### src/design/core_pkg.sv
`default_nettype none

package core_pkg;

  // ============================================================
  // Datapath widths
  // ============================================================
  localparam int DATA_WIDTH   = 32;
  localparam int REG_ID_WIDTH = 5;

  // Shift amount comes from the low bits of operand b
  localparam int SHAMT_WIDTH  = 5;

  // ============================================================
  // Reorder buffer
  // ============================================================
  localparam int ROB_DEPTH     = 8;
  localparam int ROB_IDX_WIDTH = 3;

  // ============================================================
  // Multiply chain
  // ============================================================
  // Stages times chunk bits must cover the whole multiplier
  localparam int MUL_STAGES = 4;
  localparam int MUL_CHUNK  = 8;

  // Operations as they arrive from the decoder
  typedef enum logic [2:0] {
    OP_ADD = 3'd0,
    OP_SUB = 3'd1,
    OP_AND = 3'd2,
    OP_OR  = 3'd3,
    OP_XOR = 3'd4,
    OP_SLL = 3'd5,
    OP_SRL = 3'd6,
    OP_MUL = 3'd7
  } exec_op_e;

endpackage

`default_nettype wire
### src/design/alu_req_if.sv
`default_nettype none

interface alu_req_if import core_pkg::*; ();

  logic                     valid;
  exec_op_e                 op;
  logic [ROB_IDX_WIDTH-1:0] rob_idx;
  logic [REG_ID_WIDTH-1:0]  rd;
  logic [DATA_WIDTH-1:0]    a;
  logic [DATA_WIDTH-1:0]    b;

  modport issue (
    output valid, op, rob_idx, rd, a, b
  );

  modport alu (
    input valid, op, rob_idx, rd, a, b
  );

endinterface

`default_nettype wire

### src/design/mul_stage_if.sv
`default_nettype none

interface mul_stage_if import core_pkg::*; ();

  logic                     valid;
  logic [ROB_IDX_WIDTH-1:0] rob_idx;
  logic [REG_ID_WIDTH-1:0]  rd;
  logic [DATA_WIDTH-1:0]    multiplicand;
  // Remaining multiplier bits, low chunk is consumed next
  logic [DATA_WIDTH-1:0]    multiplier;
  logic [DATA_WIDTH-1:0]    partial;

  modport up (
    output valid, rob_idx, rd,
    output multiplicand, multiplier, partial
  );

  modport down (
    input valid, rob_idx, rd,
    input multiplicand, multiplier, partial
  );

endinterface

`default_nettype wire

### src/design/exec_core.sv
`default_nettype none

module exec_core import core_pkg::*; (
  input  logic                    clk_i,
  input  logic                    rst_i,

  input  logic                    issue_valid_i,
  input  exec_op_e                issue_op_i,
  input  logic [REG_ID_WIDTH-1:0] issue_rd_i,
  input  logic [DATA_WIDTH-1:0]   issue_a_i,
  input  logic [DATA_WIDTH-1:0]   issue_b_i,
  output logic                    issue_ready_o,

  output logic                    commit_valid_o,
  output logic [REG_ID_WIDTH-1:0] commit_rd_o,
  output logic [DATA_WIDTH-1:0]   commit_data_o
);

  mul_stage_if mul_link [MUL_STAGES+1] ();
  alu_req_if   alu_req ();

  logic                     alu_hold;
  logic                     alu_grant;
  logic                     alu_res_valid;
  logic [ROB_IDX_WIDTH-1:0] alu_res_idx;
  logic [DATA_WIDTH-1:0]    alu_res_data;

  logic                     rob_full;
  logic [ROB_IDX_WIDTH-1:0] rob_tail_idx;
  logic                     rob_alloc;
  logic [REG_ID_WIDTH-1:0]  rob_alloc_rd;

  logic                     cpl_valid;
  logic [ROB_IDX_WIDTH-1:0] cpl_idx;
  logic [DATA_WIDTH-1:0]    cpl_data;

  issue_unit u_issue (
    .clk_i          (clk_i),
    .rst_i          (rst_i),
    .issue_valid_i  (issue_valid_i),
    .issue_op_i     (issue_op_i),
    .issue_rd_i     (issue_rd_i),
    .issue_a_i      (issue_a_i),
    .issue_b_i      (issue_b_i),
    .issue_ready_o  (issue_ready_o),
    .alu_hold_i     (alu_hold),
    .rob_full_i     (rob_full),
    .rob_tail_idx_i (rob_tail_idx),
    .rob_alloc_o    (rob_alloc),
    .rob_alloc_rd_o (rob_alloc_rd),
    .mul_o          (mul_link[0]),
    .alu_o          (alu_req)
  );

  // Multiply chain, one link per stage
  for (genvar k = 0; k < MUL_STAGES; k++) begin : g_mul
    mul_stage u_stage (
      .clk_i (clk_i),
      .rst_i (rst_i),
      .up_i  (mul_link[k]),
      .dn_o  (mul_link[k+1])
    );
  end

  alu_unit u_alu (
    .clk_i       (clk_i),
    .rst_i       (rst_i),
    .req_i       (alu_req),
    .alu_grant_i (alu_grant),
    .alu_hold_o  (alu_hold),
    .res_valid_o (alu_res_valid),
    .res_idx_o   (alu_res_idx),
    .res_data_o  (alu_res_data)
  );

  wb_arbiter u_wb_arb (
    .mul_i       (mul_link[MUL_STAGES]),
    .alu_valid_i (alu_res_valid),
    .alu_idx_i   (alu_res_idx),
    .alu_data_i  (alu_res_data),
    .alu_grant_o (alu_grant),
    .cpl_valid_o (cpl_valid),
    .cpl_idx_o   (cpl_idx),
    .cpl_data_o  (cpl_data)
  );

  reorder_buffer u_rob (
    .clk_i          (clk_i),
    .rst_i          (rst_i),
    .alloc_i        (rob_alloc),
    .alloc_rd_i     (rob_alloc_rd),
    .cpl_valid_i    (cpl_valid),
    .cpl_idx_i      (cpl_idx),
    .cpl_data_i     (cpl_data),
    .full_o         (rob_full),
    .tail_idx_o     (rob_tail_idx),
    .commit_valid_o (commit_valid_o),
    .commit_rd_o    (commit_rd_o),
    .commit_data_o  (commit_data_o)
  );

endmodule

`default_nettype wire

### src/design/reorder_buffer.sv
`default_nettype none

module reorder_buffer import core_pkg::*; (
  input  logic                     clk_i,
  input  logic                     rst_i,

  input  logic                     alloc_i,
  input  logic [REG_ID_WIDTH-1:0]  alloc_rd_i,

  input  logic                     cpl_valid_i,
  input  logic [ROB_IDX_WIDTH-1:0] cpl_idx_i,
  input  logic [DATA_WIDTH-1:0]    cpl_data_i,

  output logic                     full_o,
  output logic [ROB_IDX_WIDTH-1:0] tail_idx_o,

  output logic                     commit_valid_o,
  output logic [REG_ID_WIDTH-1:0]  commit_rd_o,
  output logic [DATA_WIDTH-1:0]    commit_data_o
);

  // ============================================================
  // Entry storage
  // ============================================================
  logic [REG_ID_WIDTH-1:0] rd_q   [ROB_DEPTH];
  logic [DATA_WIDTH-1:0]   data_q [ROB_DEPTH];
  logic                    done_q [ROB_DEPTH];

  logic [ROB_IDX_WIDTH-1:0] head_q;
  logic [ROB_IDX_WIDTH-1:0] tail_q;
  logic [ROB_IDX_WIDTH:0]   count_q;
  logic                     commit;

  assign full_o     = (count_q == (ROB_IDX_WIDTH+1)'(ROB_DEPTH));
  assign tail_idx_o = tail_q;

  // Head may point at an old done entry when empty
  assign commit = (count_q != '0) && done_q[head_q];

  // ============================================================
  // Pointers and flags
  // ============================================================
  always_ff @(posedge clk_i) begin
    if (!rst_i) begin
      head_q         <= '0;
      tail_q         <= '0;
      count_q        <= '0;
      commit_valid_o <= 1'b0;
      for (int i = 0; i < ROB_DEPTH; i++) begin
        done_q[i] <= 1'b0;
      end
    end else begin
      commit_valid_o <= commit;

      if (alloc_i) begin
        tail_q         <= tail_q + 1'b1;
        done_q[tail_q] <= 1'b0;
      end

      // Completion never targets the slot being allocated
      if (cpl_valid_i) begin
        done_q[cpl_idx_i] <= 1'b1;
      end

      if (commit) begin
        head_q <= head_q + 1'b1;
      end

      case ({alloc_i, commit})
        2'b10:   count_q <= count_q + 1'b1;
        2'b01:   count_q <= count_q - 1'b1;
        default: count_q <= count_q;
      endcase
    end
  end

  // ============================================================
  // Payload
  // ============================================================
  always_ff @(posedge clk_i) begin
    if (alloc_i) begin
      rd_q[tail_q] <= alloc_rd_i;
    end
    if (cpl_valid_i) begin
      data_q[cpl_idx_i] <= cpl_data_i;
    end
    if (commit) begin
      commit_rd_o   <= rd_q[head_q];
      commit_data_o <= data_q[head_q];
    end
  end

endmodule

`default_nettype wire

### src/design/wb_arbiter.sv
`default_nettype none

module wb_arbiter import core_pkg::*; (
  mul_stage_if.down                mul_i,

  input  logic                     alu_valid_i,
  input  logic [ROB_IDX_WIDTH-1:0] alu_idx_i,
  input  logic [DATA_WIDTH-1:0]    alu_data_i,
  output logic                     alu_grant_o,

  output logic                     cpl_valid_o,
  output logic [ROB_IDX_WIDTH-1:0] cpl_idx_o,
  output logic [DATA_WIDTH-1:0]    cpl_data_o
);

  // Multiply chain cannot wait, so it always wins
  assign alu_grant_o = alu_valid_i && !mul_i.valid;
  assign cpl_valid_o = mul_i.valid || alu_valid_i;

  always_comb begin
    if (mul_i.valid) begin
      cpl_idx_o  = mul_i.rob_idx;
      cpl_data_o = mul_i.partial;
    end else begin
      cpl_idx_o  = alu_idx_i;
      cpl_data_o = alu_data_i;
    end
  end

endmodule

`default_nettype wire

### src/design/alu_unit.sv
`default_nettype none

module alu_unit import core_pkg::*; (
  input  logic                     clk_i,
  input  logic                     rst_i,

  alu_req_if.alu                   req_i,

  input  logic                     alu_grant_i,
  output logic                     alu_hold_o,
  output logic                     res_valid_o,
  output logic [ROB_IDX_WIDTH-1:0] res_idx_o,
  output logic [DATA_WIDTH-1:0]    res_data_o
);

  logic [SHAMT_WIDTH-1:0] shamt;
  logic [DATA_WIDTH-1:0]  result;

  assign shamt = req_i.b[SHAMT_WIDTH-1:0];

  always_comb begin : alu_calc
    case (req_i.op)
      OP_ADD:  result = req_i.a + req_i.b;
      OP_SUB:  result = req_i.a - req_i.b;
      OP_AND:  result = req_i.a & req_i.b;
      OP_OR:   result = req_i.a | req_i.b;
      OP_XOR:  result = req_i.a ^ req_i.b;
      OP_SLL:  result = req_i.a << shamt;
      OP_SRL:  result = req_i.a >> shamt;
      // Multiplies go down the chain instead
      default: result = '0;
    endcase
  end

  // Lost writeback to the multiply chain
  assign alu_hold_o = res_valid_o && !alu_grant_i;

  always_ff @(posedge clk_i) begin
    if (!rst_i) begin
      res_valid_o <= 1'b0;
    end else if (!alu_hold_o) begin
      res_valid_o <= req_i.valid;
    end
  end

  always_ff @(posedge clk_i) begin
    if (!alu_hold_o && req_i.valid) begin
      res_idx_o  <= req_i.rob_idx;
      res_data_o <= result;
    end
  end

endmodule

`default_nettype wire

### src/design/mul_stage.sv
`default_nettype none

module mul_stage import core_pkg::*; (
  input  logic       clk_i,
  input  logic       rst_i,

  mul_stage_if.down  up_i,
  mul_stage_if.up    dn_o
);

  logic [DATA_WIDTH-1:0] chunk;
  logic [DATA_WIDTH-1:0] partial_sum;

  // One chunk of the multiplier per stage
  assign chunk       = {{(DATA_WIDTH-MUL_CHUNK){1'b0}}, up_i.multiplier[MUL_CHUNK-1:0]};
  assign partial_sum = up_i.partial + up_i.multiplicand * chunk;

  always_ff @(posedge clk_i) begin
    if (!rst_i) begin
      dn_o.valid <= 1'b0;
    end else begin
      dn_o.valid <= up_i.valid;
    end
  end

  // Chain never stalls, payload simply follows
  always_ff @(posedge clk_i) begin
    dn_o.rob_idx      <= up_i.rob_idx;
    dn_o.rd           <= up_i.rd;
    dn_o.partial      <= partial_sum;
    dn_o.multiplicand <= up_i.multiplicand << MUL_CHUNK;
    dn_o.multiplier   <= up_i.multiplier >> MUL_CHUNK;
  end

endmodule

`default_nettype wire

### src/design/issue_unit.sv
`default_nettype none

module issue_unit import core_pkg::*; (
  input  logic                     clk_i,
  input  logic                     rst_i,

  input  logic                     issue_valid_i,
  input  exec_op_e                 issue_op_i,
  input  logic [REG_ID_WIDTH-1:0]  issue_rd_i,
  input  logic [DATA_WIDTH-1:0]    issue_a_i,
  input  logic [DATA_WIDTH-1:0]    issue_b_i,
  output logic                     issue_ready_o,

  input  logic                     alu_hold_i,
  input  logic                     rob_full_i,
  input  logic [ROB_IDX_WIDTH-1:0] rob_tail_idx_i,
  output logic                     rob_alloc_o,
  output logic [REG_ID_WIDTH-1:0]  rob_alloc_rd_o,

  mul_stage_if.up                  mul_o,
  alu_req_if.issue                 alu_o
);

  logic running_q;
  logic accept;
  logic accept_mul;

  // Stays low until the first edge after reset
  always_ff @(posedge clk_i) begin
    if (!rst_i) begin
      running_q <= 1'b0;
    end else begin
      running_q <= 1'b1;
    end
  end

  assign issue_ready_o  = running_q && !alu_hold_i && !rob_full_i;
  assign accept         = issue_valid_i && issue_ready_o;
  assign accept_mul     = accept && (issue_op_i == OP_MUL);
  assign rob_alloc_o    = accept;
  assign rob_alloc_rd_o = issue_rd_i;

  // ============================================================
  // Dispatch registers
  // ============================================================
  always_ff @(posedge clk_i) begin
    if (!rst_i) begin
      mul_o.valid <= 1'b0;
      alu_o.valid <= 1'b0;
    end else begin
      mul_o.valid <= accept_mul;
      // Request is kept as is while the ALU cannot take it
      if (!alu_hold_i) begin
        alu_o.valid <= accept && !accept_mul;
      end
    end
  end

  always_ff @(posedge clk_i) begin
    if (accept_mul) begin
      mul_o.rob_idx      <= rob_tail_idx_i;
      mul_o.rd           <= issue_rd_i;
      mul_o.multiplicand <= issue_a_i;
      mul_o.multiplier   <= issue_b_i;
      mul_o.partial      <= '0;
    end
    if (accept && !accept_mul) begin
      alu_o.op      <= issue_op_i;
      alu_o.rob_idx <= rob_tail_idx_i;
      alu_o.rd      <= issue_rd_i;
      alu_o.a       <= issue_a_i;
      alu_o.b       <= issue_b_i;
    end
  end

endmodule

`default_nettype wire

### config.mk
export PLATFORM = sky130hd
export DESIGN_NAME = exec_core
export DESIGN_NICKNAME = d
export VERILOG_FILES = /design/src/design/core_pkg.sv /design/src/design/alu_req_if.sv /design/src/design/mul_stage_if.sv /design/src/design/exec_core.sv /design/src/design/reorder_buffer.sv /design/src/design/wb_arbiter.sv /design/src/design/alu_unit.sv /design/src/design/mul_stage.sv /design/src/design/issue_unit.sv
export SDC_FILE = /design/constraint.sdc
export NUM_CORES = 2
export LEC_CHECK = 0
export BUFFER_PORTS_ARGS = -buffer_cell sky130_fd_sc_hd__buf_2
export CORE_MARGIN = 8
export CORE_UTILIZATION = 45
export CTS_BUF_LIST = sky130_fd_sc_hd__clkbuf_4 sky130_fd_sc_hd__clkbuf_8
export CTS_CLUSTER_DIAMETER = 30
export DETAILED_ROUTE_END_ITERATION = 7
export SYNTH_ARGS = -nofsm -noshare
export SYNTH_HDL_FRONTEND = slang
export SYNTH_SLANG_ARGS = --single-unit
export TNS_END_PERCENT = 10
### constraint.sdc
create_clock -name clk_i -period 9.7 [get_ports clk_i]
set_input_delay 0.485 -clock clk_i [delete_from_list [all_inputs] [get_ports clk_i]]
set_output_delay 0.485 -clock clk_i [all_outputs]
set_load 0.01 [all_outputs]
==> metrics.md <==
| Metric | Value |
|---|---|
| Status | complete, no violations |
| Fmax | 147 MHz |
| Routed vias/inst | 5.37 |
| Syn nets | 4634 |
| DP Area | 49300 um^2 |
| FP Rows | 119 |
| DRT Pass-1 Iters | 5 |
| Largest net degree at the start of global routing | 68 |
| Crit. End Element | register |
| Most common cell after layout, fill and taps aside | edfxtp_1 |
| DR vias | 30742 |
| DP HPWL | 88000 um |
| Power Density | 183 nW/um^2 |
| Tcrit/Tclk final | 0.699 |
| Top FF cell, synth | edfxtp_1 |
| Slew Limit Fails | 0 |
| CTS tree | yes |
| Share of cells above drive strength 1 | 0.156 |
| Max Root-Sink Buffers | 3 |
| Initial antenna violation count | 5 |
| Core Area | 105000 um^2 |
| Setup TNS | 0 ns |
| Lkg Pwr | 21.5 nW |
| WP data arrival | 7.47 ns |
| Critical-path top delay cell | dfxtp_1 |
| CP max stage delay | 0.81 ns |
| RSZ-0062 raised after global routing | false |
| Register area share after synthesis | 0.434 |
| Clock Skew | 0.0375 ns |
| Worst-Skew Late Latency | 0.82 ns |
| Net count, final | 4876 |
| Post-DR wirelength/cell | 21.2 um |
| Required time worst endpoint | 10.39 ns |
| Startpoint types | register |
| Yosys reg bits | 771 |
| Tot GR Track Use | 0.208 |
| Vias in the first global route | 31729 |
| TritonCTS Buffers | 157 |
| Die span in y | 340 um |
| Mapped Cells | 3958 |
| R2R depth | 26 |
| DR DRC count | 0 |
| Max_slew headroom | 0.275 |
| Synth unique cells | 94 |
| CTS sink cnt | 771 |
| Htree depth | 4 |
| Critical path type | register to register |
| Synth-to-Final Area Change | 13.8% |
| Clock Root Buffer | clkbuf_8 |
| I/O Buffers | 113 |
| Worst slew pin tran | 1.08 ns |
| Worst setup margin | 2.92 ns |
| Post-synth EDFFs | 505 |
| Number of cells after detailed placement | 5359 |
| Total gr overflow | 0 |
| Fin cells | 5730 |
| IR Drop Worst-Case VDD | 0.124 mV |
| ANT nets after route | 0 |
| Post-CTS Resized | 0 |
| Final Wtd Congestion | 0.946 |
| CP most frequent cell | fa_1 |
| First-pass GRT wire length | 188000 um |
| Max Cap Viol | 0 |
| Drt total wl | 121000 um |
| Final setup violation count | 0 |
| Initial DRC count | 1875 |
| Die width | 340 um |
| Post-Place Setup Slack | 2.91 ns |
| Tmin final | 6.78 ns |
| Yosys warns | 0 |
| Fraction of registers with async set/reset | 0 |
| Clock Pin Slew Worst Setup and Hold Paths | 0.06 ns |
| Most frequent cells in the layout | edfxtp_1, inv_1, fa_1 |
| Final Hold Fails | 0 |
| Initial Util | 0.451 |
| Worst min-delay path category | input pin to register |
| Post-route cell area | 53700 um^2 |
| Ports | 114 |
| Die area | 116000 um^2 |
| Worst Hold Path Cells | 2 |
| Critical path peak fanout | 22 |
| Syn avg cell area | 11.9 um^2 |
| Mapped Area | 47200 um^2 |
==> logic make-up (layout without fill, tap and decap cells) <==
family          after synthesis  count (layout)  share of synthesized area
xor+xnor                    206             206                     0.0382
mux                         234             234                     0.0799
other cells                   0               4                          0
simple gates                989             989                      0.105
buf+inv                     542             919                     0.0447
compound gates              615             615                     0.0852
fa+ha+maj                   601             601                      0.213
flops                       771             771                      0.434
==> critical path: cells and delay by family, from the launching register on <==
family,cells,cell delay (ns)
adders and majority gates,6,2.69
AOI/OAI and AO/OA,7,1.69
buffers and inverters,3,0.14
and+or+nand+nor,7,0.98
xor gates and xnor gates,3,0.35
DFF,1,0.81
==> where the power goes <==
part	leakage, nW	switching, mW	total [mW]	internal (mW)
combinational	12.8	1.17	2.08	0.920
sequential	6.83	0.197	3.97	3.77
clock	1.85	1.52	3.78	2.26
==> repair_timing <==
action,CTS,global route
setup endpoints to repair,0,0
hold endpoints to repair,172,0
hold buffers,73,0
setup buffers,0,0
==> worst paths after layout <==
path / to / slack [ns] / from
hold / removal: u_issue.alu_o.rob_idx[1] / 0.23 / issue_valid_i
setup / recovery: g_mul[1].u_stage.dn_o.partial[31] / 2.92 / g_mul[0].u_stage.dn_o.multiplier[2]
hold reg to reg: g_mul[2].u_stage.dn_o.multiplier[6] / 0.30 / g_mul[1].u_stage.dn_o.multiplier[14]
setup reg to reg: g_mul[1].u_stage.dn_o.partial[31] / 2.92 / g_mul[0].u_stage.dn_o.multiplier[2]
==> synthesized netlist by cell type, drive strengths merged, types with 5 or more instances <==
| cell type | count | area share |
|---|---|---|
| a211o | 18 | 0.0033 |
| a211oi | 16 | 0.0026 |
| a21boi | 5 | 0.00080 |
| a21o | 52 | 0.0083 |
| a21oi | 161 | 0.017 |
| a221oi | 16 | 0.0030 |
| a22oi | 33 | 0.0052 |
| a31oi | 19 | 0.0025 |
| and2 | 318 | 0.042 |
| and3 | 7 | 0.00095 |
| buf | 44 | 0.0041 |
| clkbuf | 99 | 0.0087 |
| dfxtp | 266 | 0.11 |
| edfxtp | 505 | 0.32 |
| fa | 341 | 0.14 |
| ha | 260 | 0.069 |
| inv | 397 | 0.032 |
| mux2 | 72 | 0.017 |
| mux2i | 55 | 0.012 |
| mux4 | 107 | 0.051 |
| nand2 | 327 | 0.026 |
| nand2b | 21 | 0.0028 |
| nand3 | 25 | 0.0026 |
| nand3b | 7 | 0.0011 |
| nand4 | 8 | 0.0012 |
| nor2 | 175 | 0.014 |
| nor2b | 24 | 0.0032 |
| nor3 | 38 | 0.0040 |
| nor4 | 6 | 0.0012 |
| o211ai | 16 | 0.0026 |
| o21a | 21 | 0.0033 |
| o21ai | 125 | 0.013 |
| o21bai | 23 | 0.0037 |
| o221ai | 10 | 0.0019 |
| o22ai | 50 | 0.0066 |
| o31ai | 12 | 0.0020 |
| or2 | 12 | 0.0016 |
| or3 | 8 | 0.0013 |
| xnor2 | 158 | 0.029 |
| xor2 | 48 | 0.0089 |
==> stage by stage <==
stage | utilization | hold slack [ns] | power [mW]
2_1_floorplan | - | 0.310 | 5.49
3_3_place_gp | 0.471 | 0.311 | 6.07
3_5_place_dp | 0.471 | 0.312 | 6.09
4_1_cts | 0.513 | 0.143 | 9.94
5_1_grt | 0.513 | 0.187 | 10.3
6_report | 0.513 | 0.234 | 9.84
==> layer usage <==
layer | track usage | share of wire
met5 | 0 | 0.000091
met4 | 0.0822 | 0.035
met3 | 0.0339 | 0.046
met2 | 0.348 | 0.48
met1 | 0.272 | 0.43
==> flip-flops by register name, indices dropped and copies added, names as in the netlist, 3 cells and up, named ones only <==
register                         cells
u_rob.data_q                       256
g_mul.u_stage.dn_o.partial         128
g_mul.u_stage.dn_o.multiplicand     48
g_mul.u_stage.dn_o.multiplier       48
u_rob.rd_q                          40
u_alu.res_data_o                    32
u_issue.alu_o.a                     32
u_issue.alu_o.b                     32
u_issue.mul_o.multiplicand          32
u_issue.mul_o.multiplier            32
u_rob.commit_data_o                 32
g_mul.u_stage.dn_o.rob_idx          12
u_rob.done_q                         8
u_rob.commit_rd_o                    5
g_mul.u_stage.dn_o.valid             4
u_rob.count_q                        4
u_alu.res_idx_o                      3
u_issue.alu_o.op                     3
u_issue.alu_o.rob_idx                3
u_issue.mul_o.rob_idx                3
u_rob.head_q                         3
u_rob.tail_idx_o                     3
==> area by class of cell <==
class / instances / area [um^2]
antenna: 4 / 10.0
clock buffer: 203 / 2590
clock inverter: 91 / 1070
fill: 9164 / 51000
inverter: 398 / 1490
multi-input combinational: 2645 / 24700
sequential: 771 / 20500
tap: 1391 / 1740
timing repair buffer: 227 / 1600
(Power assumes the default switching activity.)
